### src/include/fetch_params.svh
`ifndef FETCH_PARAMS_SVH
`define FETCH_PARAMS_SVH

// cache geometry, 16 lines of 16 words (64 bytes)
`define ICACHE_LINES 16
`define ICACHE_WORDS 16

// field widths of the fetch address
`define ICACHE_IDX_W  4
`define ICACHE_WORD_W 4
`define ICACHE_TAG_W  22

// low bit of each field
// word select starts at bit 2, bytes within a word are never addressed
`define ICACHE_IDX_LSB 6
`define ICACHE_TAG_LSB 10

// first fetch address after reset
`define FETCH_RESET_PC 32'h0000_0100

`endif

### src/rtl/fetch_pkg.sv
`include "fetch_params.svh"

package fetch_pkg;

	// ==================================================
	// pipeline payloads
	// ==================================================

	// request from the issue stage into the cache
	typedef struct packed {
		logic [31:0] addr;
		logic        valid;
	} fetch_req_t;

	// fetched instruction tagged with its address
	typedef struct packed {
		logic [31:0] addr;
		logic [31:0] instr;
	} fetch_word_t;

	// ==================================================
	// refill path
	// ==================================================

	// one data beat into the arrays, commit also writes tag and valid
	typedef struct packed {
		logic [`ICACHE_IDX_W-1:0]  idx;
		logic [`ICACHE_WORD_W-1:0] word;
		logic [31:0]               data;
		logic                      we;
		logic                      commit;
		logic [`ICACHE_TAG_W-1:0]  tag;
	} line_write_t;

	// refill sequencer states
	typedef enum logic [1:0] {
		FILL_IDLE,
		FILL_BUSY,
		FILL_DONE
	} fill_state_t;

endpackage

### src/rtl/icache_fill.sv
`timescale 1ns/1ps
`include "fetch_params.svh"

module icache_fill import fetch_pkg::*; (
	input  logic        clk,
	input  logic        rst_n,
	input  fetch_req_t  req,
	input  logic        hit,
	input  logic        hold,
	input  logic        bus_ack,
	input  logic        bus_ready,
	input  logic [31:0] bus_rdata,
	output line_write_t fill_wr,
	output logic        bus_req,
	output logic        bus_rd,
	output logic [31:0] bus_addr
);

	localparam int LINE_W = 32 - `ICACHE_IDX_LSB;

	fill_state_t               state;
	logic [`ICACHE_WORD_W-1:0] beat;
	logic [LINE_W-1:0]         prev_line;
	logic [LINE_W-1:0]         cur_line;
	logic                      miss;
	logic                      abort;
	logic                      take;
	logic                      last_beat;

	assign cur_line  = req.addr[31:`ICACHE_IDX_LSB];
	assign miss      = req.valid && !hit;
	assign last_beat = (beat == '1);

	// fetch stream left the line being filled, or was redirected
	assign abort = (state == FILL_BUSY) && (!req.valid || hit || (cur_line != prev_line));

	// ==================================================
	// bus side
	// ==================================================

	assign bus_req  = miss;
	// hold parks the fill without losing its position
	assign bus_rd   = miss && bus_ack && !hold && !abort && (state != FILL_DONE);
	assign bus_addr = bus_rd ? {cur_line, beat, 2'b00} : 32'h0;
	assign take     = bus_rd && bus_ready;

	// every accepted beat becomes one data write
	always_comb begin
		fill_wr.idx    = req.addr[`ICACHE_IDX_LSB +: `ICACHE_IDX_W];
		fill_wr.word   = beat;
		fill_wr.data   = bus_rdata;
		fill_wr.we     = take;
		fill_wr.commit = take && last_beat;
		fill_wr.tag    = req.addr[`ICACHE_TAG_LSB +: `ICACHE_TAG_W];
	end

	// ==================================================
	// sequencer
	// ==================================================

	always_ff @(posedge clk or negedge rst_n) begin
		if (!rst_n) begin
			state     <= FILL_IDLE;
			beat      <= '0;
			prev_line <= '0;
		end else begin
			prev_line <= cur_line;
			case (state)
				FILL_IDLE: begin
					if (take) begin
						beat  <= beat + 1'b1;
						state <= FILL_BUSY;
					end
				end
				FILL_BUSY: begin
					if (abort) begin
						beat  <= '0;
						state <= FILL_IDLE;
					end else if (take) begin
						// counter wraps to zero on the last beat
						beat <= beat + 1'b1;
						if (last_beat)
							state <= FILL_DONE;
					end
				end
				// line hits this cycle, nothing to fetch
				default: state <= FILL_IDLE;
			endcase
		end
	end

endmodule

### config.mk
export PLATFORM = sky130hd
export DESIGN_NAME = icache_fill
export DESIGN_NICKNAME = d
export VERILOG_FILES = /design/src/rtl/fetch_pkg.sv /design/src/rtl/icache_fill.sv
export VERILOG_INCLUDE_DIRS = /design/src /design/src/include
export SDC_FILE = /design/constraint.sdc
export NUM_CORES = 1
export LEC_CHECK = 0
export ABC_AREA = 1
export BUFFER_PORTS_ARGS = -buffer_cell sky130_fd_sc_hd__buf_2
export CORE_AREA = 2 2 94 73
export CTS_CLUSTER_SIZE = 40
export DETAILED_ROUTE_END_ITERATION = 12
export DIE_AREA = 0 0 96 75
export PLACE_DENSITY = 0.81
export SETUP_SLACK_MARGIN = 0.3
export SYNTH_ARGS = -nofsm -noshare
export SYNTH_HDL_FRONTEND = slang
export SYNTH_SLANG_ARGS = --single-unit
### constraint.sdc
create_clock -name clk -period 1.7 [get_ports clk]
set_input_delay 0.34 -clock clk [delete_from_list [all_inputs] [get_ports clk]]
set_output_delay 0.34 -clock clk [all_outputs]
set_load 0.02 [all_outputs]
==> impl_metrics.json <==
{
  "die_area_um2": 7200,
  "whs_ns": 0.0512,
  "rr_worst_depth": 17,
  "path_max_fanout": 4,
  "worstPathArrival_ns": 1.94,
  "outcome": "complete, but fails checks",
  "drv_slew": 0,
  "route.detailed.drc": 0,
  "dp_hpwl_mm": 4.23,
  "cts-root-buf": "clkbuf_8",
  "wl_per_cell_um": 11.3,
  "vias_per_cell": 4.17,
  "leakagePower_nw": 1.89,
  "rrSetupSlack_ns": -0.24,
  "setup_viol": 38,
  "rsz0062_at_grt": "true",
  "hold_viol_final": 0,
  "worst-slew-pin-transition_ns": 0.604,
  "setup.worst_path.end": "fill_wr[23]",
  "clk_pin_slew_ns": 0.07,
  "post-route-period-util_pct": 134,
  "synth_warnings": 0,
  "drv_cap": 0,
  "grt_pass1_vias": 2010,
  "endpoint_kind": "output port",
  "cts.sinks": 32,
  "nNetsFinal": 489,
  "critPathKind": "reg -> out",
  "violations": "setup timing",
  "max_slew_margin_pct": 59.8,
  "postSynthAreaPerCell_um2": 6.77,
  "via_count": 2081,
  "drive_gt1_share_pct": 49.5,
  "fmax_ghz": 0.439,
  "netlist_top_cells_area": "dfrtp_1, buf_4, nand2_1",
  "synth_top_family_by_area": "buffers and inverters",
  "rows": 25,
  "synth_fa_ha_area_share_pct": 0.555,
  "areaGrowthSynthToFinish_pct": 48.3,
  "ctsHoldBuffers": 0,
  "drtPass1Iterations": 4,
  "pre_cts_ws_ns": -0.434,
  "grt_overflow": 0,
  "powerDensity_nw_per_um2": 634,
  "postRouteAntennaNets": 0,
  "r2r-end": "beat[3]",
  "grt_antenna_before_repair": 0,
  "core-area_um2": 6220,
  "cts_tree": "yes",
  "r2r-start": "prev_line[11]",
  "wirelength_mm": 5.64,
  "seq_area_frac_synth_pct": 35.5,
  "max_stage_delay_ns": 0.35,
  "synth_xor_area_share_pct": 1.55,
  "cts_buffers": 5,
  "dp.cells": 484,
  "synth_cell_types": 21,
  "grt_max_degree": 26,
  "initial_core_util_pct": 36.2,
  "gr-usage-met2_pct": 29.1,
  "worst_path_max_delay_cell": "dfrtp_1",
  "layout_setup_ws_ns": -0.579,
  "critical_path.cell_chain": "inv_1 > nand2_1 > nand2_1 > nor2_1 > nand2_1 > nor2_1 > nand2_2 > o21bai_4 > buf_4 > buf_6 > buf_8 > nand3_4 > inv_4 > buf_6",
  "grtUsageTotal_pct": 16.4,
  "synth-simple-area-share_pct": 28.2,
  "setup-tns-final_ns": -18.83,
  "crit_required_ns": 1.36,
  "synth_compound_area_share_pct": 2.00,
  "die_width_um": 96,
  "grt_first_pass_wirelength_mm": 9.00,
  "async_flop_share_pct": 100,
  "grt.met1_usage_pct": 19.5,
  "cp-startpoint": "prev_line[11]",
  "io_pins": 169,
  "ys_seq_elements": 32,
  "io_buffers": 96,
  "ir_worst_vdd_mv": 0.318,
  "stdcell_count": 499,
  "yosys.area.top_type": "dfrtp_1",
  "diodes": 0,
  "cp-start-kind": "register",
  "htreeDepth": 2,
  "synth_edf_count": 0,
  "gp_congestion": 0.697,
  "drt_iter0_drc": 59,
  "layout_min_cycle_time_ns": 2.28,
  "synth_mux_area_share_pct": 0,
  "synth_top_area_share_pct": 35.5,
  "cts_max_path_buffers": 2,
  "grt.busiest_layer": "met2",
  "synth_ff_type": "dfrtp_1",
  "min_path_type": "in -> async",
  "use_met3_pct": 4.70,
  "fin_util_pct": 53.7,
  "cpMostUsedCell": "nand2_1",
  "synth.most_common_cell": "nand2_1",
  "clock_latency_ns": 0.29,
  "syn_inst": 333,
  "die_h_um": 75,
  "synth_common_cells": "nand2_1, buf_4, inv_1, nor2_1, dfrtp_1",
  "clock_skew_ns": 0.00682,
  "synth.cell_area_um2": 2260
}
==> layer usage <==
metal,wire (um),vias up
met2,2860,72
met3,361,9
li1,-,1066
met4,55,0
met5,0,-
met1,2370,934
==> cells by family (layout without fill, tap and decap cells) <==
family          count (synthesis)  count (layout)
fa+ha+maj                       1               1
buf+inv                       130             214
flops                          32              32
other cells                     1               2
simple gates                  160             160
xor+xnor                        4               4
compound gates                  5               5
==> cells in the final DEF (no fill, tap or decap), drive strengths merged <==
master | synthesis | layout
buf | 65 | 140
nand2 | 97 | 97
inv | 65 | 64
nor2 | 54 | 54
dfrtp | 32 | 32
clkbuf | 0 | 9
nand3 | 6 | 6
xor2 | 3 | 3
o21ai | 3 | 3
nand4 | 2 | 2
conb | 1 | 2
o21bai | 2 | 2
xnor2 | 1 | 1
clkinv | 0 | 1
nor3 | 1 | 1
ha | 1 | 1
==> worst min-delay path by stage <==
stage	from	end	slack, ns	cells after the start
2_1_floorplan	rst_n	beat[0]	0.04	0
3_3_place_gp	rst_n	beat[2]	0.38	1
3_5_place_dp	rst_n	beat[1]	0.40	1
4_1_cts	rst_n	beat[1]	0.09	1
5_1_grt	rst_n	beat[1]	0.11	1
6_report	rst_n	beat[1]	0.05	1
==> worst max-delay path, delay by kind of cell (launching register included) <==
| kind | cells | cell delay (ns) |
|---|---|---|
| and+or+nand+nor | 7 | 0.58 |
| AOI/OAI and AO/OA | 1 | 0.17 |
| DFF | 1 | 0.35 |
| buffers and inverters | 6 | 0.54 |
==> repair_timing <==
action | CTS | global route
gates resized for setup | 72 | 8
endpoints found under the setup margin | 39 | 39
cloned | 1 | 1
pin swaps | 5 | 11
setup buffers | 2 | 3
==> through the flow <==
step,instance area [um^2],total power [mW]
finish,3340,2.12
global route,3340,2.25
CTS,3270,2.13
detailed placement,2920,1.49
global placement,2920,1.47
floorplan,2520,1.38
==> power by group <==
part	internal (mW)	leakage [nW]	switching, mW
clock network	0.330	0.0455	0.285
registers	0.820	0.380	0.0578
logic	0.251	1.46	0.375
total	1.40	1.89	0.718
==> flip-flops by register name, summed over array words and instances (netlist names) <==
signal     count
beat           4
prev_line     26
state          2
==> cell type report <==
class                      count  area [um^2]
fill                         612         2880
timing repair buffer         141         1110
multi-input combinational    172          980
sequential                    32          801
inverter                      65          267
tap                           81          101
clock buffer                   8         90.1
Power figures use the tool's default switching activity.
