## src/include/fetch_params.svh

```systemverilog
`ifndef FETCH_PARAMS_SVH
`define FETCH_PARAMS_SVH

// cache geometry, 16 lines of 16 words (64 bytes)
`define ICACHE_LINES 16
`define ICACHE_WORDS 16

// field widths of the fetch address
`define ICACHE_IDX_W  4
`define ICACHE_WORD_W 4
`define ICACHE_TAG_W  22

// low bit of each field
// word select starts at bit 2, bytes within a word are never addressed
`define ICACHE_IDX_LSB 6
`define ICACHE_TAG_LSB 10

// first fetch address after reset
`define FETCH_RESET_PC 32'h0000_0100

`endif

```

## src/rtl/fetch_pkg.sv

```systemverilog
`include "fetch_params.svh"

package fetch_pkg;

	// ==================================================
	// pipeline payloads
	// ==================================================

	// request from the issue stage into the cache
	typedef struct packed {
		logic [31:0] addr;
		logic        valid;
	} fetch_req_t;

	// fetched instruction tagged with its address
	typedef struct packed {
		logic [31:0] addr;
		logic [31:0] instr;
	} fetch_word_t;

	// ==================================================
	// refill path
	// ==================================================

	// one data beat into the arrays, commit also writes tag and valid
	typedef struct packed {
		logic [`ICACHE_IDX_W-1:0]  idx;
		logic [`ICACHE_WORD_W-1:0] word;
		logic [31:0]               data;
		logic                      we;
		logic                      commit;
		logic [`ICACHE_TAG_W-1:0]  tag;
	} line_write_t;

	// refill sequencer states
	typedef enum logic [1:0] {
		FILL_IDLE,
		FILL_BUSY,
		FILL_DONE
	} fill_state_t;

endpackage

```

## src/rtl/fetch_deliver.sv

```systemverilog
`timescale 1ns/1ps

module fetch_deliver import fetch_pkg::*; (
	input  logic        clk,
	input  logic        rst_n,
	input  fetch_word_t rd_word,
	input  logic        rd_wait,
	input  logic        req_valid,
	input  logic        redirect,
	input  logic        hold,
	output fetch_word_t out_word,
	output logic        out_valid
);

	logic capture;

	// a word is ready and the decoder can take it
	assign capture = req_valid && !rd_wait && !hold;

	// payload register
	always_ff @(posedge clk) begin
		if (capture)
			out_word <= rd_word;
	end

	// redirect squashes the old path, hold freezes the stage
	always_ff @(posedge clk or negedge rst_n) begin
		if (!rst_n)
			out_valid <= 1'b0;
		else if (redirect)
			out_valid <= 1'b0;
		else if (!hold)
			out_valid <= capture;
	end

endmodule

```

## config.mk

```make
export PLATFORM = sky130hd
export DESIGN_NAME = fetch_deliver
export DESIGN_NICKNAME = d
export VERILOG_FILES = /design/src/rtl/fetch_pkg.sv /design/src/rtl/fetch_deliver.sv
export VERILOG_INCLUDE_DIRS = /design/src /design/src/include
export SDC_FILE = /design/constraint.sdc
export NUM_CORES = 1
export LEC_CHECK = 0
export BUFFER_PORTS_ARGS = -buffer_cell sky130_fd_sc_hd__clkbuf_2
export CAP_MARGIN = 20
export CORE_MARGIN = 1.5
export CORE_UTILIZATION = 43
export DETAILED_ROUTE_END_ITERATION = 8
export PLACE_DENSITY = 0.83
export SYNTH_ARGS = -nofsm -noshare
export SYNTH_HDL_FRONTEND = slang
export SYNTH_SLANG_ARGS = --single-unit
```

## constraint.sdc

```tcl
create_clock -name clk -period 1.3 [get_ports clk]
set_input_delay 0.065 -clock clk [delete_from_list [all_inputs] [get_ports clk]]
set_output_delay 0.065 -clock clk [all_outputs]
set_load 0.03 [all_outputs]
```

==> flow_metrics.tcl, run 1 <==
set metrics [dict create \
    holdCritPathClass "input pin to asynchronous set/reset pin" \
    antenna_cells 0 \
    setup_violations 0 \
    first_pass_iters 4 \
    crit_arrival_ns 0.95 \
    cp-start-kind "flop" \
    dp_cells 256 \
    mostFrequentLayoutCells "clkbuf_2 (134), dlygate4sd3_1 (66), edfxtp_1 (64)" \
    stdcell_area_um2 3590 \
    max_freq_mhz 981 \
    layout_commonest_cell "clkbuf_2" \
    netlist_instances 68 \
    drive_above_1_share_pct 53.1 \
    p_leak_nw 1.56 \
    drv_cap 0 \
    seq_area_um2 1950 \
    synth-seq-cells 65 \
    synth.avg_cell_area_um2 29.1 \
    rsz0062_at_grt "false" \
    cts_resized 0 \
    path_clk_slew_ns 0.07 \
    worstSetupPathType "flop to primary output" \
    gp_congestion 0.682 \
    p_sw_share_pct 24.3 \
    multi_input_area_um2 36.3 \
    via_per_inst 4.65 \
    worst_setup_path_end_kind "primary output" \
    critical_path.max_stage_delay_ns 0.41 \
    final_util_pct 82.0 \
    hold_viol 0 \
    clockPowerShare_pct 35.3 \
    crit_family "flip-flops" \
    top_usage_layer "met2" \
    tightest_slew_ns 0.268 \
    finalCriticalPeriod_ns 1.02 \
    setup_tns_ns 0 \
    clk_path_buf_depth 2 \
    yosysUniqueCellTypes 5 \
    antenna_found_initial 0 \
    post_dp_cell_area_um2 2750 \
    portBuffers 134 \
    p_comb_share_pct 12.8 \
    seq_power_share_pct 51.9 \
    fillers 236 \
    nNetsFinal 351 \
    final.period_utilization_pct 78.4 \
    critPathLaunch "out_word[25]" \
    antenna_left 0 \
    initial_utilization_pct 45.1 \
    worstPathMaxFanout 1 \
    dieHeight_um 70.8 \
    cp_cell_sequence "clkbuf_2" \
    area_delta_synth_final_pct 81.8 \
    wire_per_inst_um 18.1 \
    seq_area_frac_synth_pct 98.5 \
    rows 24 \
    power.internal_mw 3.57 \
    vias 1572 \
    final_cells 338 \
    clock_latency_ns 0.33 \
    core_um2 4380 \
    cts-root-buf "clkbuf_8" \
    cts_tree "done" \
    drc 0 \
    cts_setup_buffers 0 \
    grt.overflow.total 0 \
    slew_viol_final 0 \
    grt_max_degree 50 \
    synth_area_um2 1980 \
    grtUsageMet2_pct 45.5 \
    clock_skew_ns 0 \
    clock-sinks 65 \
    path_buf_inv 1 \
    postCtsHoldBufs 66 \
    ir_drop_uv 1100 \
    grtUsageMet3_pct 8.12 \
    drt_iter0_drc 81 \
    grt_pass1_wl_um 8670 \
    htree_levels 3 \
    power_density_nw_per_um2 1310 \
    finalPower_mw 4.71 \
    slowest_stage "edfxtp_1" \
    die_w_um 70.8 \
    grt_pass1_vias 1748 \
    status "complete, no violations" \
    syn-num-nets 138 \
    design.die.area_um2 5010 \
    switching_power_mw 1.14 \
    cp.required_ns 1.24 \
    ioPinCount 135 \
    rr_startpoint "out_valid" \
    grt_usage_pct 25.2 \
    relSlewSlack_pct 82.2 \
    routed_wl_um 6110 \
    yosysWarnings 0 \
    grtUsageMet1_pct 22.5 \
    cts_buffers 9 \
]
[state kept, by name (all words and copies together) (netlist names)]
name and cells:
out_word 64, out_valid 1
[power groups by stage]
| stage | combinational (mW) | clock, mW | sequential, mW |
|---|---|---|---|
| 2_1_floorplan | 0.0254 | 0 | 2.68 |
| 3_3_place_gp | 0.418 | 0 | 2.48 |
| 3_5_place_dp | 0.429 | 0 | 2.48 |
| 4_1_cts | 0.587 | 1.67 | 2.44 |
| 5_1_grt | 0.630 | 1.76 | 2.45 |
| 6_report | 0.603 | 1.66 | 2.44 |
[synth_stat cells, drive strengths merged]
| cell | count | area [um2] |
|---|---|---|
| and2 | 1 | 7.51 |
| nor3b | 1 | 12.5 |
| o21ba | 1 | 10.0 |
| dfrtp | 1 | 25.0 |
| edfxtp | 64 | 1920 |
[worst paths after layout]
kind,end,slack (ns),cells past startpoint
setup / recovery,out_word[25],0.28,1
hold / removal,out_valid,0.05,2
setup reg to reg,out_valid,0.47,2
hold reg to reg,out_valid,0.62,2
max in group asynchronous,out_valid,1.16,2
min in group clk,out_valid,0.12,3
[cell type report]
| cell class | count | share of cell area [%] |
|---|---|---|
| Clock buffer | 11 | 3.65 |
| Clock inverter | 5 | 1.57 |
| Multi-Input combinational cell | 3 | 1.01 |
| Sequential cell | 65 | 54.2 |
| Tap cell | 52 | 1.81 |
| Timing Repair Buffer | 202 | 37.8 |
[through the flow]
step                setup slack [ns]  hold slack [ns]
finish                         0.280           0.0530
global route                   0.239           0.0615
CTS                            0.293           0.0160
detailed placement             0.247           -0.157
global placement               0.266           -0.159
floorplan                     -0.875           -0.231
[cells by family (layout without fill, tap and decap cells)]
kind of cell           count (synthesis)  after routing  synth area share (%)
buffers and inverters                  0            218                     0
AND/OR/NAND/NOR                        2              2                  1.01
flip-flops                            65             65                  98.5
AO/OA/AOI/OAI                          1              1                 0.506
[routing by layer]
layer  share of wire (%)  routed length (um)
met1                  33                2000
met2                  54                3280
met3                 7.4                 455
met4                 6.1                 376
met5                   0                   0
No activity file was read; power rests on OpenSTA's default activity.
==> run 2: changes to the inputs <==
- ABC_AREA: unset -> 1
- CORE_UTILIZATION: 43 -> 40
- PLACE_DENSITY: 0.83 -> 0.78
- clock period: 1.3 -> 1 ns (I/O delays scaled with it)
==> run 2 against run 1 <==
Net effect: final cell count increased by 5.0%; sequential power increased by 30%; register-to-register slack got worse by 0.17 ns; clock power increased by 2%; via count decreased by 1.2%; worst setup slack got worse by 0.26 ns; wire length decreased by 6.5%; highest routed layer unchanged.
==> flow_metrics.tcl, run 2 <==
set metrics [dict create \
    status "complete, no violations" \
    wire_per_inst_um 16.1 \
    crit_arrival_ns 0.93 \
    slowest_stage "edfxtp_1" \
    worstPathMaxFanout 1 \
    gp_congestion 0.718 \
    netlist_instances 71 \
    synth_ff_type "edfxtp_1" \
    ys_top_cells_by_count "edfxtp_1 (64), nand3_1 (2)" \
    dieHeight_um 73.3 \
    max_freq_mhz 1020 \
    relSlewSlack_pct 81.0 \
    core_um2 4750 \
    seq_power_share_pct 56.0 \
    drt_iter0_drc 61 \
    drive_above_1_share_pct 51.4 \
    ioPinCount 135 \
    grt.overflow.total 0 \
    worst_setup_path_end_kind "primary output" \
    switching_power_mw 1.33 \
    antenna_left 0 \
    worst_slack_ns 0.0219 \
    ir_drop_uv 1130 \
    grt_pass1_wl_um 8210 \
    vias 1553 \
    fillers 295 \
    setup_violations 0 \
    power_density_nw_per_um2 1570 \
    synth_most_common_cell "edfxtp_1" \
    htree_levels 3 \
    power.internal_mw 4.35 \
    p_comb_share_pct 14.0 \
    largest_reg_flops 64 \
    synth.avg_cell_area_um2 27.8 \
    portBuffers 134 \
    clk_path_buf_depth 2 \
    critical_path.max_stage_delay_ns 0.40 \
    hold_viol 0 \
    via_per_inst 4.37 \
    cp_num_cells 1 \
    clock_latency_ns 0.32 \
    cp.required_ns 0.95 \
    initial_utilization_pct 41.6 \
    synth-seq-cells 65 \
    die_w_um 73.3 \
    holdCritPathClass "input pin to asynchronous set/reset pin" \
    clock_skew_ns 0 \
    worst_hold_slack_ns 0.0593 \
    layout_commonest_cell "clkbuf_2" \
    synthTopCellsByArea "edfxtp_1 (97%), dfrtp_1 (1.3%), nand3_1 (0.51%)" \
    antenna_cells 0 \
    crit_family "flip-flops" \
    yosysUniqueCellTypes 7 \
    rsz0062_at_grt "false" \
    mostFrequentLayoutCells "clkbuf_2 (129), dlygate4sd3_1 (67), edfxtp_1 (64)" \
    final.period_utilization_pct 97.8 \
    r2r_cells 2 \
    syn-num-nets 141 \
    slew_viol_final 0 \
    path_buf_inv 1 \
    clockPowerShare_pct 30.0 \
    reg.largest.list "out_word: 64 flops, out_valid: 1 flops" \
    drc 0 \
    synth_area_um2 1980 \
    top_register "out_word" \
    path_clk_slew_ns 0.06 \
    yosysWarnings 0 \
    cts_setup_buffers 0 \
    synth_top_area_share_pct 97.3 \
    worstSetupPathType "flop to primary output" \
    area_delta_synth_final_pct 83.0 \
    rows 25 \
    grt_pass1_vias 1743 \
    cts_tree "done" \
    cts-root-buf "clkbuf_8" \
    async_reset_ff_share_pct 1.54 \
    first_pass_iters 4 \
    routed_wl_um 5720 \
    drv_cap 0 \
    antenna_found_initial 0 \
    grt_max_degree 34 \
    synth-edff-count 64 \
    nNetsFinal 356 \
    clock-sinks 65 \
    cp-start-kind "flop" \
    p_leak_nw 1.56 \
    cp_cell_sequence "clkbuf_2" \
    finalCriticalPeriod_ns 0.978 \
    grt_usage_pct 22.4 \
    design.die.area_um2 5370 \
    dp_hpwl_um 3040 \
    seq_area_frac_synth_pct 98.5 \
    p_sw_share_pct 23.4 \
    dp_slack_ns -0.0242 \
    tightest_slew_ns 0.285 \
    cts_buffers 9 \
    synth_top_cell_by_area "edfxtp_1" \
]
[run 2: area by class of cell]
| cell class | count | area, um2 | share of cell area, % |
|---|---|---|---|
| Multi-Input combinational cell | 5 | 36.3 | 1.00 |
| Sequential cell | 65 | 1950 | 53.9 |
| Timing Repair Buffer | 204 | 1400 | 38.8 |
| Clock buffer | 11 | 131 | 3.63 |
| Tap cell | 67 | 83.8 | 2.32 |
| Inverter | 1 | 3.75 | 0.104 |
| Clock inverter | 2 | 8.76 | 0.242 |
[run 2: repair_timing]
item | in CTS | in global routing
hold buffers | 67 | 0
resized for setup | 0 | 13
hold endpoints to repair | 66 | 0
endpoints found under the setup margin | 0 | 5
[run 2: power by group through the flow]
stage	combinational (mW)	sequential (mW)	clock (mW)
5_1_grt	0.837	3.19	1.85
4_1_cts	0.773	3.17	1.72
2_1_floorplan	0.0334	3.49	0
3_5_place_dp	0.567	3.23	0
6_report	0.795	3.18	1.70
3_3_place_gp	0.559	3.22	0
[run 2: cell families (layout without fill, tap and decap cells)]
group	after synthesis	count (layout)	share of synthesized area, %
buffers and inverters	1	218	0.190
flip-flops	65	65	98.5
AND/OR/NAND/NOR	5	5	1.27
[run 2: metrics by stage]
step           cell area, um2  util (%)  power, mW  cells  setup TNS, ns
6_report                 3610      76.0       5.67    355              0
5_1_grt                  3610      76.0       5.88    355              0
4_1_cts                  3600      75.7       5.67    355              0
3_5_place_dp             2790      58.7       3.80    275          -1.27
3_3_place_gp             2790      58.7       3.78    275         -0.921
2_1_floorplan            1990         -       3.52     71         -73.03
[run 2: worst paths after layout]
path | start | endpoint | slack, ns
max reg2reg | out_valid | out_valid | 0.30
min in group clk | rd_wait | out_valid | 0.12
min | rst_n | out_valid | 0.06
max | out_word[32] | out_word[32] | 0.02
max in group asynchronous | rst_n | out_valid | 0.85
min reg2reg | out_valid | out_valid | 0.62
[run 2: layer usage]
layer | wire length (um) | track usage [%] | vias to the layer above
li1 | - | - | 711
met1 | 1890 | 22.3 | 721
met2 | 3020 | 38.5 | 100
met3 | 617 | 10.7 | 21
met4 | 181 | 11.9 | 0
met5 | 0 | 0 | -
==> run 3: changes to the inputs <==
- MAX_ROUTING_LAYER: unset -> met4
==> run 3 against run 2 <==
Net effect: via count unchanged; power barely moved; clock skew unchanged; hold slack hardly changed; core utilization did not move; sequential power is essentially flat; non-clock buffer count did not move; first-iteration DRC count is 1.6% lower; die area unchanged; critical path depth unchanged; cell area stayed put; count of clock-buffer cells in the layout did not move; critical path type unchanged; largest cell class unchanged; largest power group unchanged.
==> flow_metrics.tcl, run 3 (synthesized netlist as in run 2, its figures left out) <==
set metrics [dict create \
    portBuffers 134 \
    tightest_slew_ns 0.285 \
    status "complete, no violations" \
    design.die.area_um2 5370 \
    worst_slack_ns 0.0190 \
    initial_utilization_pct 41.6 \
    slew_viol_final 0 \
    grt_pass1_wl_um 8200 \
    rows 25 \
    worstSetupPathType "flop to primary output" \
    largest_reg_flops 64 \
    dp_slack_ns -0.0242 \
    dp_cells 275 \
    first_pass_iters 4 \
    antenna_left 0 \
    drive_above_1_share_pct 51.4 \
    hold_viol 0 \
    routed_wl_um 5740 \
    wire_per_inst_um 16.2 \
    finalCriticalPeriod_ns 0.981 \
    grt_pass1_vias 1746 \
    setup_violations 0 \
    antenna_cells 0 \
    final.period_utilization_pct 98.1 \
    drc 0 \
    stdcell_area_um2 3610 \
    worst_setup_path_end_kind "primary output" \
    seq_area_um2 1950 \
    cts_tree "done" \
    cp.required_ns 0.95 \
    grt.overflow.total 0 \
    drv_cap 0 \
    mostFrequentLayoutCells "clkbuf_2 (129), dlygate4sd3_1 (67), edfxtp_1 (64)" \
    cts_setup_buffers 0 \
    cts_buffers 9 \
    crit_arrival_ns 0.93 \
    via_per_inst 4.37 \
    clock_skew_ns 0 \
    max_freq_mhz 1020 \
    antenna_found_initial 0 \
    reg.largest.list "out_word: 64 flops, out_valid: 1 flops" \
    die_w_um 73.3 \
    critical_path.max_stage_delay_ns 0.38 \
    worst_hold_slack_ns 0.0592 \
    cts-root-buf "clkbuf_8" \
    crit_family "flip-flops" \
    htree_levels 3 \
    fillers 295 \
    layout_commonest_cell "clkbuf_2" \
    holdCritPathClass "input pin to asynchronous set/reset pin" \
    clk_path_buf_depth 2 \
    area_delta_synth_final_pct 83.0 \
    path_clk_slew_ns 0.06 \
    slowest_stage "dfrtp_1" \
    grt_max_degree 34 \
    cp-start-kind "flop" \
    cp_cell_sequence "clkbuf_2" \
    multi_input_area_um2 36.3 \
    worstPathMaxFanout 2 \
    vias 1553 \
    ir_drop_uv 1130 \
    grt_usage_pct 23.1 \
    p_leak_nw 1.56 \
    dieHeight_um 73.3 \
    dp_hpwl_um 3040 \
    drt_iter0_drc 60 \
    post_dp_cell_area_um2 2790 \
    nNetsFinal 356 \
    path_buf_inv 1 \
    core_um2 4750 \
    finalPower_mw 5.67 \
    clock_latency_ns 0.32 \
    relSlewSlack_pct 81.0 \
    top_register "out_word" \
    gp_congestion 0.726 \
    final_cells 355 \
    rsz0062_at_grt "false" \
    ioPinCount 135 \
    power_density_nw_per_um2 1570 \
    clock-sinks 65 \
]
[run 3: where the power goes]
part	switching [mW]	leakage [nW]	internal, mW
clock	0.852	0.0725	0.846
combinational	0.431	0.884	0.365
sequential	0.0414	0.601	3.14
[run 3: what timing repair did]
action	CTS	global route
hold buffers	67	0
resized for setup	0	13
setup endpoints to repair	0	5
hold endpoints to repair	66	0
[run 3: per-stage QoR]
step	TNS, ns	utilization, %
floorplan	-73.03	-
global placement	-0.921	58.7
detailed placement	-1.27	58.7
CTS	0	75.7
global route	0	76.0
finish	0	76.0
[run 3: cell type report]
| cell class | instances | area share, % |
|---|---|---|
| inverter | 1 | 0.104 |
| clock inverter | 2 | 0.242 |
| sequential | 65 | 53.9 |
| clock buffer | 11 | 3.63 |
| tap | 67 | 2.32 |
| multi-input combinational | 5 | 1.00 |
| timing repair buffer | 204 | 38.8 |
[run 3: worst paths after layout]
path                            slack, ns  startpoint  depth (start not counted)         to
worst max-delay path                 0.02   out_valid                          1  out_valid
max in group asynchronous            0.85       rst_n                          2  out_valid
worst min-delay path                 0.06       rst_n                          2  out_valid
worst max register to register       0.29   out_valid                          2  out_valid
worst min register to register       0.62   out_valid                          2  out_valid
min in group clk                     0.12     rd_wait                          4  out_valid
[run 3: worst register-to-register path, delay by kind of cell (launching register included)]
kind / cells / cell delay [ns]
DFF: 1 / 0.40
and+or+nand+nor: 2 / 0.19
[run 3: layer usage]
| metal | vias to the layer above | global-route usage (%) | part of all wire (%) |
|---|---|---|---|
| met3 | 21 | 9.60 | 10 |
| met4 | 0 | 11.9 | 3.2 |
| met5 | - | - | 0 |
| li1 | 711 | - | - |
| met1 | 721 | 23.0 | 34 |
| met2 | 100 | 38.5 | 53 |
