--- config.mk ---
export PLATFORM = sky130hd
export DESIGN_NAME = fetch_pc
export DESIGN_NICKNAME = d
export VERILOG_FILES = /design/src/rtl/fetch_pkg.sv /design/src/rtl/fetch_pc.sv
export VERILOG_INCLUDE_DIRS = /design/src /design/src/include
export SDC_FILE = /design/constraint.sdc
export NUM_CORES = 1
export LEC_CHECK = 0
export BUFFER_PORTS_ARGS = -buffer_cell sky130_fd_sc_hd__buf_2
export CAP_MARGIN = 25
export CORE_ASPECT_RATIO = 2
export CORE_MARGIN = 1
export CORE_UTILIZATION = 52
export CTS_CLUSTER_DIAMETER = 100
export DETAILED_ROUTE_END_ITERATION = 8
export PLACE_DENSITY = 0.84
export SLEW_MARGIN = 15
export SYNTH_ARGS = -nofsm -noshare
export SYNTH_HDL_FRONTEND = slang
export SYNTH_SLANG_ARGS = --single-unit
--- constraint.sdc ---
create_clock -name clk -period 4.06 [get_ports clk]
set_clock_uncertainty 0.15 [all_clocks]
set_input_delay 0.203 -clock clk [delete_from_list [all_inputs] [get_ports clk]]
set_output_delay 0.203 -clock clk [all_outputs]
set_load 0.01 [all_outputs]
--- src/include/fetch_params.svh ---
`ifndef FETCH_PARAMS_SVH
`define FETCH_PARAMS_SVH

// cache geometry, 16 lines of 16 words (64 bytes)
`define ICACHE_LINES 16
`define ICACHE_WORDS 16

// field widths of the fetch address
`define ICACHE_IDX_W  4
`define ICACHE_WORD_W 4
`define ICACHE_TAG_W  22

// low bit of each field
// word select starts at bit 2, bytes within a word are never addressed
`define ICACHE_IDX_LSB 6
`define ICACHE_TAG_LSB 10

// first fetch address after reset
`define FETCH_RESET_PC 32'h0000_0100

`endif

--- src/rtl/fetch_pkg.sv ---
`include "fetch_params.svh"

package fetch_pkg;

	// ==================================================
	// pipeline payloads
	// ==================================================

	// request from the issue stage into the cache
	typedef struct packed {
		logic [31:0] addr;
		logic        valid;
	} fetch_req_t;

	// fetched instruction tagged with its address
	typedef struct packed {
		logic [31:0] addr;
		logic [31:0] instr;
	} fetch_word_t;

	// ==================================================
	// refill path
	// ==================================================

	// one data beat into the arrays, commit also writes tag and valid
	typedef struct packed {
		logic [`ICACHE_IDX_W-1:0]  idx;
		logic [`ICACHE_WORD_W-1:0] word;
		logic [31:0]               data;
		logic                      we;
		logic                      commit;
		logic [`ICACHE_TAG_W-1:0]  tag;
	} line_write_t;

	// refill sequencer states
	typedef enum logic [1:0] {
		FILL_IDLE,
		FILL_BUSY,
		FILL_DONE
	} fill_state_t;

endpackage

--- src/rtl/fetch_pc.sv ---
`timescale 1ns/1ps
`include "fetch_params.svh"

module fetch_pc import fetch_pkg::*; (
	input  logic        clk,
	input  logic        rst_n,
	input  logic        redirect,
	input  logic [31:0] redirect_addr,
	input  logic        hold,
	input  logic        rd_wait,
	output fetch_req_t  req
);

	logic [31:0] pc;
	logic        pc_valid;
	logic        advance;

	// the current word has been accepted by the cache and the decoder
	assign advance = pc_valid && !rd_wait && !hold;

	// redirect wins over hold, hold wins over everything else
	always_ff @(posedge clk or negedge rst_n) begin
		if (!rst_n) begin
			pc       <= `FETCH_RESET_PC;
			pc_valid <= 1'b0;
		end else if (redirect) begin
			pc       <= redirect_addr;
			// one bubble so the new target starts a clean request
			pc_valid <= 1'b0;
		end else if (!pc_valid) begin
			pc_valid <= 1'b1;
		end else if (advance) begin
			pc <= pc + 32'd4;
		end
	end

	always_comb begin
		req.addr  = pc;
		req.valid = pc_valid;
	end

endmodule

==> out/results.ini, run 1 <==
[drt]
dr.pass1.iters = 6
wl_per_cell_um = 14.7
ant_nets = 0
drc_errors = 0
drt_iter0_drc = 35
via_per_inst = 5.95
routed_wl_um = 4620
via_count = 1867

[power]
switching_share_pct = 29.8
total_power_w = 0.000790
power.density_mw_per_mm2 = 330
power.switching_w = 0.000235
p_int_w = 0.000555
p_clk_share_pct = 30.4
p_comb_share_pct = 19.2
leakagePower_nw = 1.03
vdd_ir_drop_max_v = 0.000275
pwr-share-seq_pct = 50.4

[timing]
min_period_ns = 2.56
hold_violations = 0
tightest_slew_ns = 0.740
setup_viol = 0
layout_setup_ws_ns = 1.50
tns_ns = 0
final_max_slew_viol_count = 0
fin_crit_sh_pct = 63.0
holdWs_ns = 0.0104
rsz0062_at_grt = false
fmax_mhz = 391
max-slew-margin-rel_pct = 50.5

[finish]
multi_input_area_um2 = 936
regArea_um2 = 827
syn2layout_area_growth_pct = 30.3
utilization_pct = 71.0
nFillCells = 279
drive_above_1_share_pct = 29.8
final_nets = 319
antennaDiodeCount = 0

[synth]
yosys.area.top_type = dfrtp_1
synthArstFlopShare_pct = 100
yosysUniqueCellTypes = 35
yosysSeqAreaShare_pct = 45.0
yosysWarnings = 0
synthMuxAreaShare_pct = 1.77
synth_most_common_cell = dfrtp_1
ys_seq_elements = 33
synth_top_family_by_area = simple AND/OR/NAND/NOR gates
synth_compound_area_share_pct = 16.4
netlist_top_cells_count = dfrtp_1 (32), nand2_1 (18), a31oi_1 (17), nor2_1 (17), o21ai_0 (16)
synth_top_cell_area_share_pct = 43.5
syn_area_per_cell_um2 = 9.02
synth-xor-area-share_pct = 4.29
synth.cell_area_mm2 = 0.00184
synth_fa_ha_area_share_pct = 0.680
ys.flop_type = dfrtp_1
yosys.area_share.simple_pct = 27.8
yosys-top-cells-area = dfrtp_1 (44%), or4_1 (6.1%), a31oi_1 (5.8%), o31ai_1 (4.5%), o21ai_0 (4.4%)
synth_fp_nets = 242
synthCells = 204
synth_edf_count = 0

[clock_network]
clk_latency_ns = 0.29
ctsLongestPathBuffers = 2
clkTransAtPathRegs_ns = 0.07
cts.sinks = 33
postCtsSetupRepairBufs = 0
cts_buffers = 5
ctsResizeCount = 0
cts_max_level = 2
clockRootBuffer = clkbuf_8
cts_tree = done

[worst_hold_path]
hp-class = input pin to flip-flop
holdCritStartpoint = redirect_addr[29]

[setup_path]
cp_max_fo = 21
worstPathArrival_ns = 2.62
crit_type = flip-flop to flip-flop
end_kind = flip-flop
crit_path_start_kind = flip-flop
critPathRequiredTime_ns = 4.12
regToRegStartpoint = pc_valid
critical_path.startpoint = pc_valid

[global_routing]
gr-total-overflow = 0
grt_usage_pct = 25.9
first_global_vias = 1787
grt_max_degree = 38
grt_pass1_wl_um = 7330
antenna_found_initial = 0

[placement]
io_buffers = 69
dpl_worst_slack_ns = 1.52
place_congestion = 0.750
hpwl_um = 3160

[job]
maxCapViolations = 0

[floorplan]
rows = 30
initial_core_util_pct = 54.4
die_h_um = 86.1
core_mm2 = 0.00338
die_w_um = 44.1
boundaryPins = 70
die_area_mm2 = 0.00379

[outcome]
outcome = complete, no violations

state kept, by name (all words and copies together), names as in the netlist:
name	count
pc_valid	1
pc	32
power groups by stage:
stage | sequential (W) | clock [W] | combinational [W]
after detailed placement | 0.000404 | 0 | 0.000141
final | 0.000398 | 0.000240 | 0.000152
after CTS | 0.000398 | 0.000246 | 0.000153
after global placement | 0.000402 | 0 | 0.000139
after floorplan | 0.000411 | 0 | 0.0000629
after global routing | 0.000404 | 0.000256 | 0.000170
final timing paths:
| check | end | slack (ns) | depth (start not counted) |
|---|---|---|---|
| worst min register to register | pc[1] | 0.36 | 1 |
| worst max register to register | pc[21] | 1.50 | 4 |
| min in group asynchronous | pc[21] | 0.36 | 2 |
| worst min-delay path | pc[29] | 0.01 | 3 |
| worst max-delay path | pc[21] | 1.50 | 4 |
| max in group asynchronous | pc[11] | 2.93 | 2 |
metrics by stage:
step / instances / instance area, um2
2_1_floorplan: 204 / 1840
3_3_place_gp: 291 / 2170
3_5_place_dp: 291 / 2170
4_1_cts: 314 / 2400
5_1_grt: 314 / 2400
6_report: 314 / 2400
worst max-delay path: stages (launching register included):
cell and delay (ns):
dfrtp_1 0.35, nor3b_2 0.40, nand4_1 0.68, or4_1 0.71, a31oi_1 0.18
metal layers:
| metal | track usage (%) | share of wire (%) | vias to the layer above |
|---|---|---|---|
| li1 | - | - | 913 |
| met1 | 23.5 | 36 | 901 |
| met2 | 50.0 | 58 | 44 |
| met3 | 4.84 | 3.3 | 9 |
| met4 | 13.2 | 2.2 | 0 |
| met5 | 0 | 0 | - |
layout make-up:
type                       count  area share (%)
timing repair buffer          84            20.7
clock buffer                   8            3.34
multi-input combinational    152            39.0
sequential                    33            34.5
inverter                       5           0.783
tap                           32            1.67
cell usage in the layout, fill, tap and decap left out, types with 3 or more instances in the layout:
master | synthesis | routed
a31oi_1 | 17 | 17
and3_1 | 5 | 5
buf_2 | 1 | 69
clkbuf_1 | 12 | 3
clkbuf_8 | 0 | 5
dfrtp_1 | 32 | 32
dlygate4sd3_1 | 0 | 15
inv_1 | 4 | 4
nand2_1 | 18 | 18
nand3_1 | 13 | 13
nand4_1 | 7 | 7
nor2_1 | 17 | 17
o21ai_0 | 16 | 16
o31ai_1 | 11 | 11
or3_1 | 5 | 5
or4_1 | 15 | 15
xnor2_1 | 3 | 3
xor2_1 | 6 | 6
logic make-up after synthesis:
logic type / Yosys count
AO/OA/AOI/OAI: 48
XOR/XNOR: 9
adder cells (fa/ha/maj): 1
buffers and inverters: 19
flip-flops: 33
multiplexers: 3
AND/OR/NAND/NOR: 91
what timing repair did:
| action | in CTS | in global routing |
|---|---|---|
| hold buffers | 15 | 0 |
| setup endpoints to repair | 0 | 0 |
| endpoints found under the hold margin | 46 | 0 |
No activity file was read; power rests on OpenSTA's default activity.
==> run 2, diff against run 1 <==
--- a/config.mk
+++ b/config.mk
@@ -10,10 +10,10 @@
 export CAP_MARGIN = 25
 export CORE_ASPECT_RATIO = 2
 export CORE_MARGIN = 1
-export CORE_UTILIZATION = 52
+export CORE_UTILIZATION = 44
 export CTS_CLUSTER_DIAMETER = 100
 export DETAILED_ROUTE_END_ITERATION = 8
-export PLACE_DENSITY = 0.84
+export PLACE_DENSITY = 0.76
 export SLEW_MARGIN = 15
 export SYNTH_ARGS = -nofsm -noshare
 export SYNTH_HDL_FRONTEND = slang
==> constraint.sdc (replaced) <==
create_clock -name clk -period 2.1 [get_ports clk]
set_clock_uncertainty 0.15 [all_clocks]
set_input_delay 0.105 -clock clk [delete_from_list [all_inputs] [get_ports clk]]
set_output_delay 0.105 -clock clk [all_outputs]
set_load 0.01 [all_outputs]
==> out/results.ini, run 2 (same netlist as run 1, synthesis figures left out) <==
[outcome]
outcome = complete, no violations

[timing]
tns_ns = 0  ; unchanged
fmax_mhz = 497  ; +27%
setup_viol = 0  ; unchanged
final_max_slew_viol_count = 0  ; unchanged
tightest_slew_ns = 0.739  ; -0.00110 ns
holdWs_ns = 0.113  ; +0.102 ns
max-slew-margin-rel_pct = 50.7  ; +0.22 points
hold_violations = 0  ; unchanged
rsz0062_at_grt = false
min_period_ns = 2.01  ; -0.544 ns
fin_crit_sh_pct = 95.9  ; +33 points

[drt]
via_per_inst = 5.45  ; -8.4%
wl_per_cell_um = 14.1  ; -4.4%
via_count = 2026  ; +8.5%
ant_nets = 0  ; unchanged
routed_wl_um = 5230  ; +13%
dr.pass1.iters = 4  ; -2
drt_iter0_drc = 19  ; -46%
drc_errors = 0  ; unchanged

[finish]
reg.largest.list = pc (32), pc_valid (1)
antennaDiodeCount = 0  ; unchanged
utilization_pct = 71.3  ; +0.37 points
multi_input_area_um2 = 948  ; +1.3%
drive_above_1_share_pct = 34.3  ; +4.5 points
top_register = pc
final_cell_mix = buf_2 (69), dlygate4sd3_1 (33), dfrtp_1 (32)
syn2layout_area_growth_pct = 52.2
final_nets = 358  ; +12%
largest_reg_flops = 32  ; unchanged
nFillCells = 347  ; +24%
regArea_um2 = 827  ; unchanged
mostFrequentLayoutCell = buf_2

[worst_hold_path]
holdCritStartpoint = redirect
hp-class = input pin to flip-flop

[global_routing]
antenna_found_initial = 0  ; unchanged
gr-total-overflow = 0  ; unchanged
grt_usage_pct = 25.2  ; -0.70 points
first_global_vias = 1976  ; +11%
grt_max_degree = 38  ; unchanged
grt_pass1_wl_um = 8130  ; +11%

[clock_network]
clk_latency_ns = 0.28  ; about the same
cts_max_level = 2  ; unchanged
cts_tree = done
cts_buffers = 5  ; unchanged
cts.sinks = 33  ; unchanged
clockRootBuffer = clkbuf_8
clkTransAtPathRegs_ns = 0.07  ; about the same
ctsLongestPathBuffers = 2  ; unchanged

[placement]
place_congestion = 0.824  ; +9.9%
hpwl_um = 3570  ; +13%
io_buffers = 69  ; unchanged

[setup_path]
cp_max_fo = 9  ; -57%
crit_type = flip-flop to flip-flop
end_kind = flip-flop
rrSetupSlack_ns = 0.09  ; -1.42 ns
crit_path_start_kind = flip-flop
critical_path.startpoint = pc[11]
cp_slowest_cell = or4_4
cpPeakStageDelay_ns = 0.61  ; -0.10 ns
worstPathArrival_ns = 2.07  ; -0.55 ns
regToRegStartpoint = pc[11]
critPathRequiredTime_ns = 2.15  ; -1.97 ns
cp_cell_sequence = nand4_2 > or4_4 > or4_1 > a31oi_1

[floorplan]
initial_core_util_pct = 46.9  ; -7.6 points
die_h_um = 93.4  ; +8.5%
boundaryPins = 70  ; unchanged
rows = 32  ; +6.7%
die_area_mm2 = 0.00446  ; +18%
die_w_um = 47.7  ; +8.3%
core_mm2 = 0.00392  ; +16%

[power]
power.density_mw_per_mm2 = 571  ; +73%
leakagePower_nw = 1.23  ; +19%
vdd_ir_drop_max_v = 0.000647  ; +140%

[job]
maxCapViolations = 0  ; unchanged

## run 2: worst max-delay path: cells and delay by family (launching register included)
family | cells | cell delay (ns)
DFF | 1 | 0.36
AOI/OAI and AO/OA | 1 | 0.18
and+or+nand+nor | 3 | 1.25
## run 2: through the flow
stage | total power (W) | area [um2] | instances | worst slack (ns)
after floorplan | 0.000915 | 1840 | 204 | 0.00798
after global routing | 0.00168 | 2800 | 372 | 0.00339
after global placement | 0.00110 | 2370 | 331 | 0.0845
after CTS | 0.00161 | 2790 | 372 | 0.0849
final | 0.00160 | 2800 | 372 | 0.0860
after detailed placement | 0.00110 | 2370 | 331 | 0.0254
## run 2: routing by layer
layer	track usage (%)	share of wire (%)	vias to the layer above
met5	0	0	-
met4	11.1	2.8	0
met3	4.44	3.0	14
met2	46.8	59	59
met1	24.3	35	955
li1	-	-	998
## run 2: final cells by class
cell class | instances | share of cell area [%]
Sequential cell | 33 | 29.5
Tap cell | 51 | 2.28
Clock inverter | 2 | 0.358
Clock buffer | 6 | 2.59
Inverter | 5 | 0.671
Multi-Input combinational cell | 152 | 33.9
Timing Repair Buffer | 123 | 30.7
## run 2: path summary, 6_finish.rpt
path                          end  cells after the start
setup / recovery           pc[29]                      4
hold / removal              pc[8]                      3
setup reg to reg           pc[29]                      4
hold reg to reg             pc[0]                      1
max in group asynchronous   pc[6]                      2
min in group asynchronous  pc[23]                      2
## run 2: where the power goes
| part | internal (W) | total [W] | leakage, nW | switching [W] |
|---|---|---|---|---|
| sequential | 0.000695 | 0.000742 | 0.380 | 0.0000473 |
| combinational | 0.000202 | 0.000398 | 0.804 | 0.000196 |
| clock | 0.000229 | 0.000456 | 0.0450 | 0.000227 |
| total | 0.00113 | 0.00160 | 1.23 | 0.000470 |
## run 2: what timing repair did
action                     CTS  global route
buffers inserted             0             0
hold buffers                33             0
resized for setup            1             2
pin swaps                    0             1
hold endpoints to repair    64             0
setup endpoints to repair    1             2
==> run 3, diff against run 2 <==
--- a/config.mk
+++ b/config.mk
@@ -14,6 +14,7 @@
 export CTS_CLUSTER_DIAMETER = 100
 export DETAILED_ROUTE_END_ITERATION = 8
 export PLACE_DENSITY = 0.76
+export RECOVER_POWER = 50
 export SLEW_MARGIN = 15
 export SYNTH_ARGS = -nofsm -noshare
 export SYNTH_HDL_FRONTEND = slang
==> out/results.ini, run 3 (same netlist as run 1, synthesis figures left out) <==
[setup_path]
cpPeakStageDelay_ns = 0.61  ; about the same
cp_top_family = simple AND/OR/NAND/NOR gates
cp_max_fo = 9  ; unchanged
cp_cell_sequence = nand4_2 > or4_4 > or4_1 > a31oi_1
end_kind = flip-flop
cp_slowest_cell = or4_4
rrSetupSlack_ns = 0.09  ; about the same
critPathRequiredTime_ns = 2.15  ; about the same
crit_type = flip-flop to flip-flop
crit_path_start_kind = flip-flop
critical_path_buf_inv_count = 0  ; unchanged
worstPathArrival_ns = 2.06  ; about the same

[global_routing]
first_global_vias = 1976  ; unchanged
grt_usage_pct = 25.2  ; unchanged
grt_pass1_wl_um = 8130  ; unchanged
gr-total-overflow = 0  ; unchanged
antenna_found_initial = 0  ; unchanged
grt_max_degree = 38  ; unchanged

[finish]
antennaDiodeCount = 0  ; unchanged
reg.largest.list = pc (32), pc_valid (1)
top_register = pc
finalNonFillerCells = 372  ; unchanged
mostFrequentLayoutCell = buf_2
final_cell_mix = buf_2 (52), dlygate4sd3_1 (33), dfrtp_1 (32)
syn2layout_area_growth_pct = 51.1
largest_reg_flops = 32  ; unchanged
final_nets = 358  ; unchanged
drive_above_1_share_pct = 29.3  ; -5.0 points
nFillCells = 351  ; +1.2%

[drt]
wl_per_cell_um = 14.1  ; about the same
routed_wl_um = 5230  ; about the same
via_per_inst = 5.44  ; -0.20%
dr.pass1.iters = 4  ; unchanged
ant_nets = 0  ; unchanged
drc_errors = 0  ; unchanged
via_count = 2022  ; -0.20%
drt_iter0_drc = 29  ; +10

[timing]
setup_viol = 0  ; unchanged
hold_violations = 0  ; unchanged
rsz0062_at_grt = false
fin_crit_sh_pct = 95.6  ; -0.31 points
tightest_slew_ns = 0.818  ; +0.0783 ns
final_max_slew_viol_count = 0  ; unchanged
min_period_ns = 2.01  ; -0.00659 ns
max-slew-margin-rel_pct = 45.5  ; -5.2 points
fmax_mhz = 498  ; +0.33%
tns_ns = 0  ; unchanged

[placement]
placed_cells = 331  ; unchanged
hpwl_um = 3570  ; unchanged
io_buffers = 69  ; unchanged
place_congestion = 0.824  ; unchanged

[power]
leakagePower_nw = 1.19  ; -3.5%
power.density_mw_per_mm2 = 572  ; +0.18%
vdd_ir_drop_max_v = 0.000644  ; -0.46%

[clock_network]
clk_latency_ns = 0.28  ; about the same
cts.sinks = 33  ; unchanged
cts_max_level = 2  ; unchanged
postCtsSetupRepairBufs = 0  ; unchanged
clockRootBuffer = clkbuf_8
clkTransAtPathRegs_ns = 0.07  ; about the same
cts_buffers = 5  ; unchanged
cts_tree = done
ctsLongestPathBuffers = 2  ; unchanged

[floorplan]
die_area_mm2 = 0.00446  ; unchanged
die_w_um = 47.7  ; unchanged
rows = 32  ; unchanged
core_mm2 = 0.00392  ; unchanged
die_h_um = 93.4  ; unchanged
boundaryPins = 70  ; unchanged
initial_core_util_pct = 46.9  ; unchanged

[worst_hold_path]
hp-class = input pin to flip-flop

[outcome]
outcome = complete, no violations

[job]
maxCapViolations = 0  ; unchanged

-- run 3: cell count changes in the layout (fill, tap and decap cells not counted), sizes merged --
| cell | previous run | this run |
|---|---|---|
| buf | 90 | 73 |
| clkbuf | 6 | 23 |
-- run 3: cell type report --
type                       instances  area (um2)  share of cell area (%)
sequential                        33         827                    29.8
multi-input combinational        152         948                    34.1
clock inverter                     2        10.0                   0.360
tap                               51        63.8                    2.30
timing repair buffer             123         838                    30.2
clock buffer                       6        72.6                    2.61
inverter                           5        18.8                   0.675
-- run 3: where the power goes --
group | internal (W) | switching (W) | total [W]
Sequential | 0.000695 | 0.0000483 | 0.000743
Clock | 0.000229 | 0.000225 | 0.000454
Combinational | 0.000195 | 0.000196 | 0.000391
Total | 0.00112 | 0.000469 | 0.00159
-- run 3: worst register-to-register path: stages (launching register included) --
cell and delay (ns):
dfrtp_1 0.36, nand4_2 0.15, or4_4 0.61, or4_1 0.49, a31oi_1 0.18
-- run 3: metrics by stage --
stage          power (W)  instance area (um2)  utilization [%]  hold WS (ns)  worst slack [ns]
3_5_place_dp     0.00110                 2370             60.5        0.0630            0.0254
6_report         0.00159                 2780             70.8         0.117            0.0926
3_3_place_gp     0.00110                 2370             60.5        0.0638            0.0845
2_1_floorplan   0.000915                 1840                -        -0.341           0.00798
4_1_cts          0.00161                 2790             71.1         0.118            0.0849
5_1_grt          0.00167                 2780             70.8         0.151           0.00315
-- run 3: routing by layer --
| layer | wire length (um) | GRT usage (%) | up-vias |
|---|---|---|---|
| met5 | 0 | 0 | - |
| met4 | 146 | 11.1 | 0 |
| met3 | 152 | 4.44 | 13 |
| met2 | 3070 | 46.8 | 57 |
| met1 | 1860 | 24.3 | 956 |
| li1 | - | - | 996 |
-- run 3: what timing repair did --
action                     in CTS  in global routing
hold buffers                   33                  0
pin swaps                       0                  1
setup endpoints to repair       1                  2
gates resized for setup         1                  2
hold endpoints to repair       64                  0
gates cloned                    0                  0
-- run 3: worst paths after layout --
check	from	to	depth (start not counted)
setup reg to reg	pc[11]	pc[29]	4
min in group asynchronous	rst_n	pc[23]	2
setup / recovery	pc[11]	pc[29]	4
max in group asynchronous	rst_n	pc[6]	2
hold reg to reg	pc[0]	pc[0]	1
hold / removal	redirect	pc[8]	3
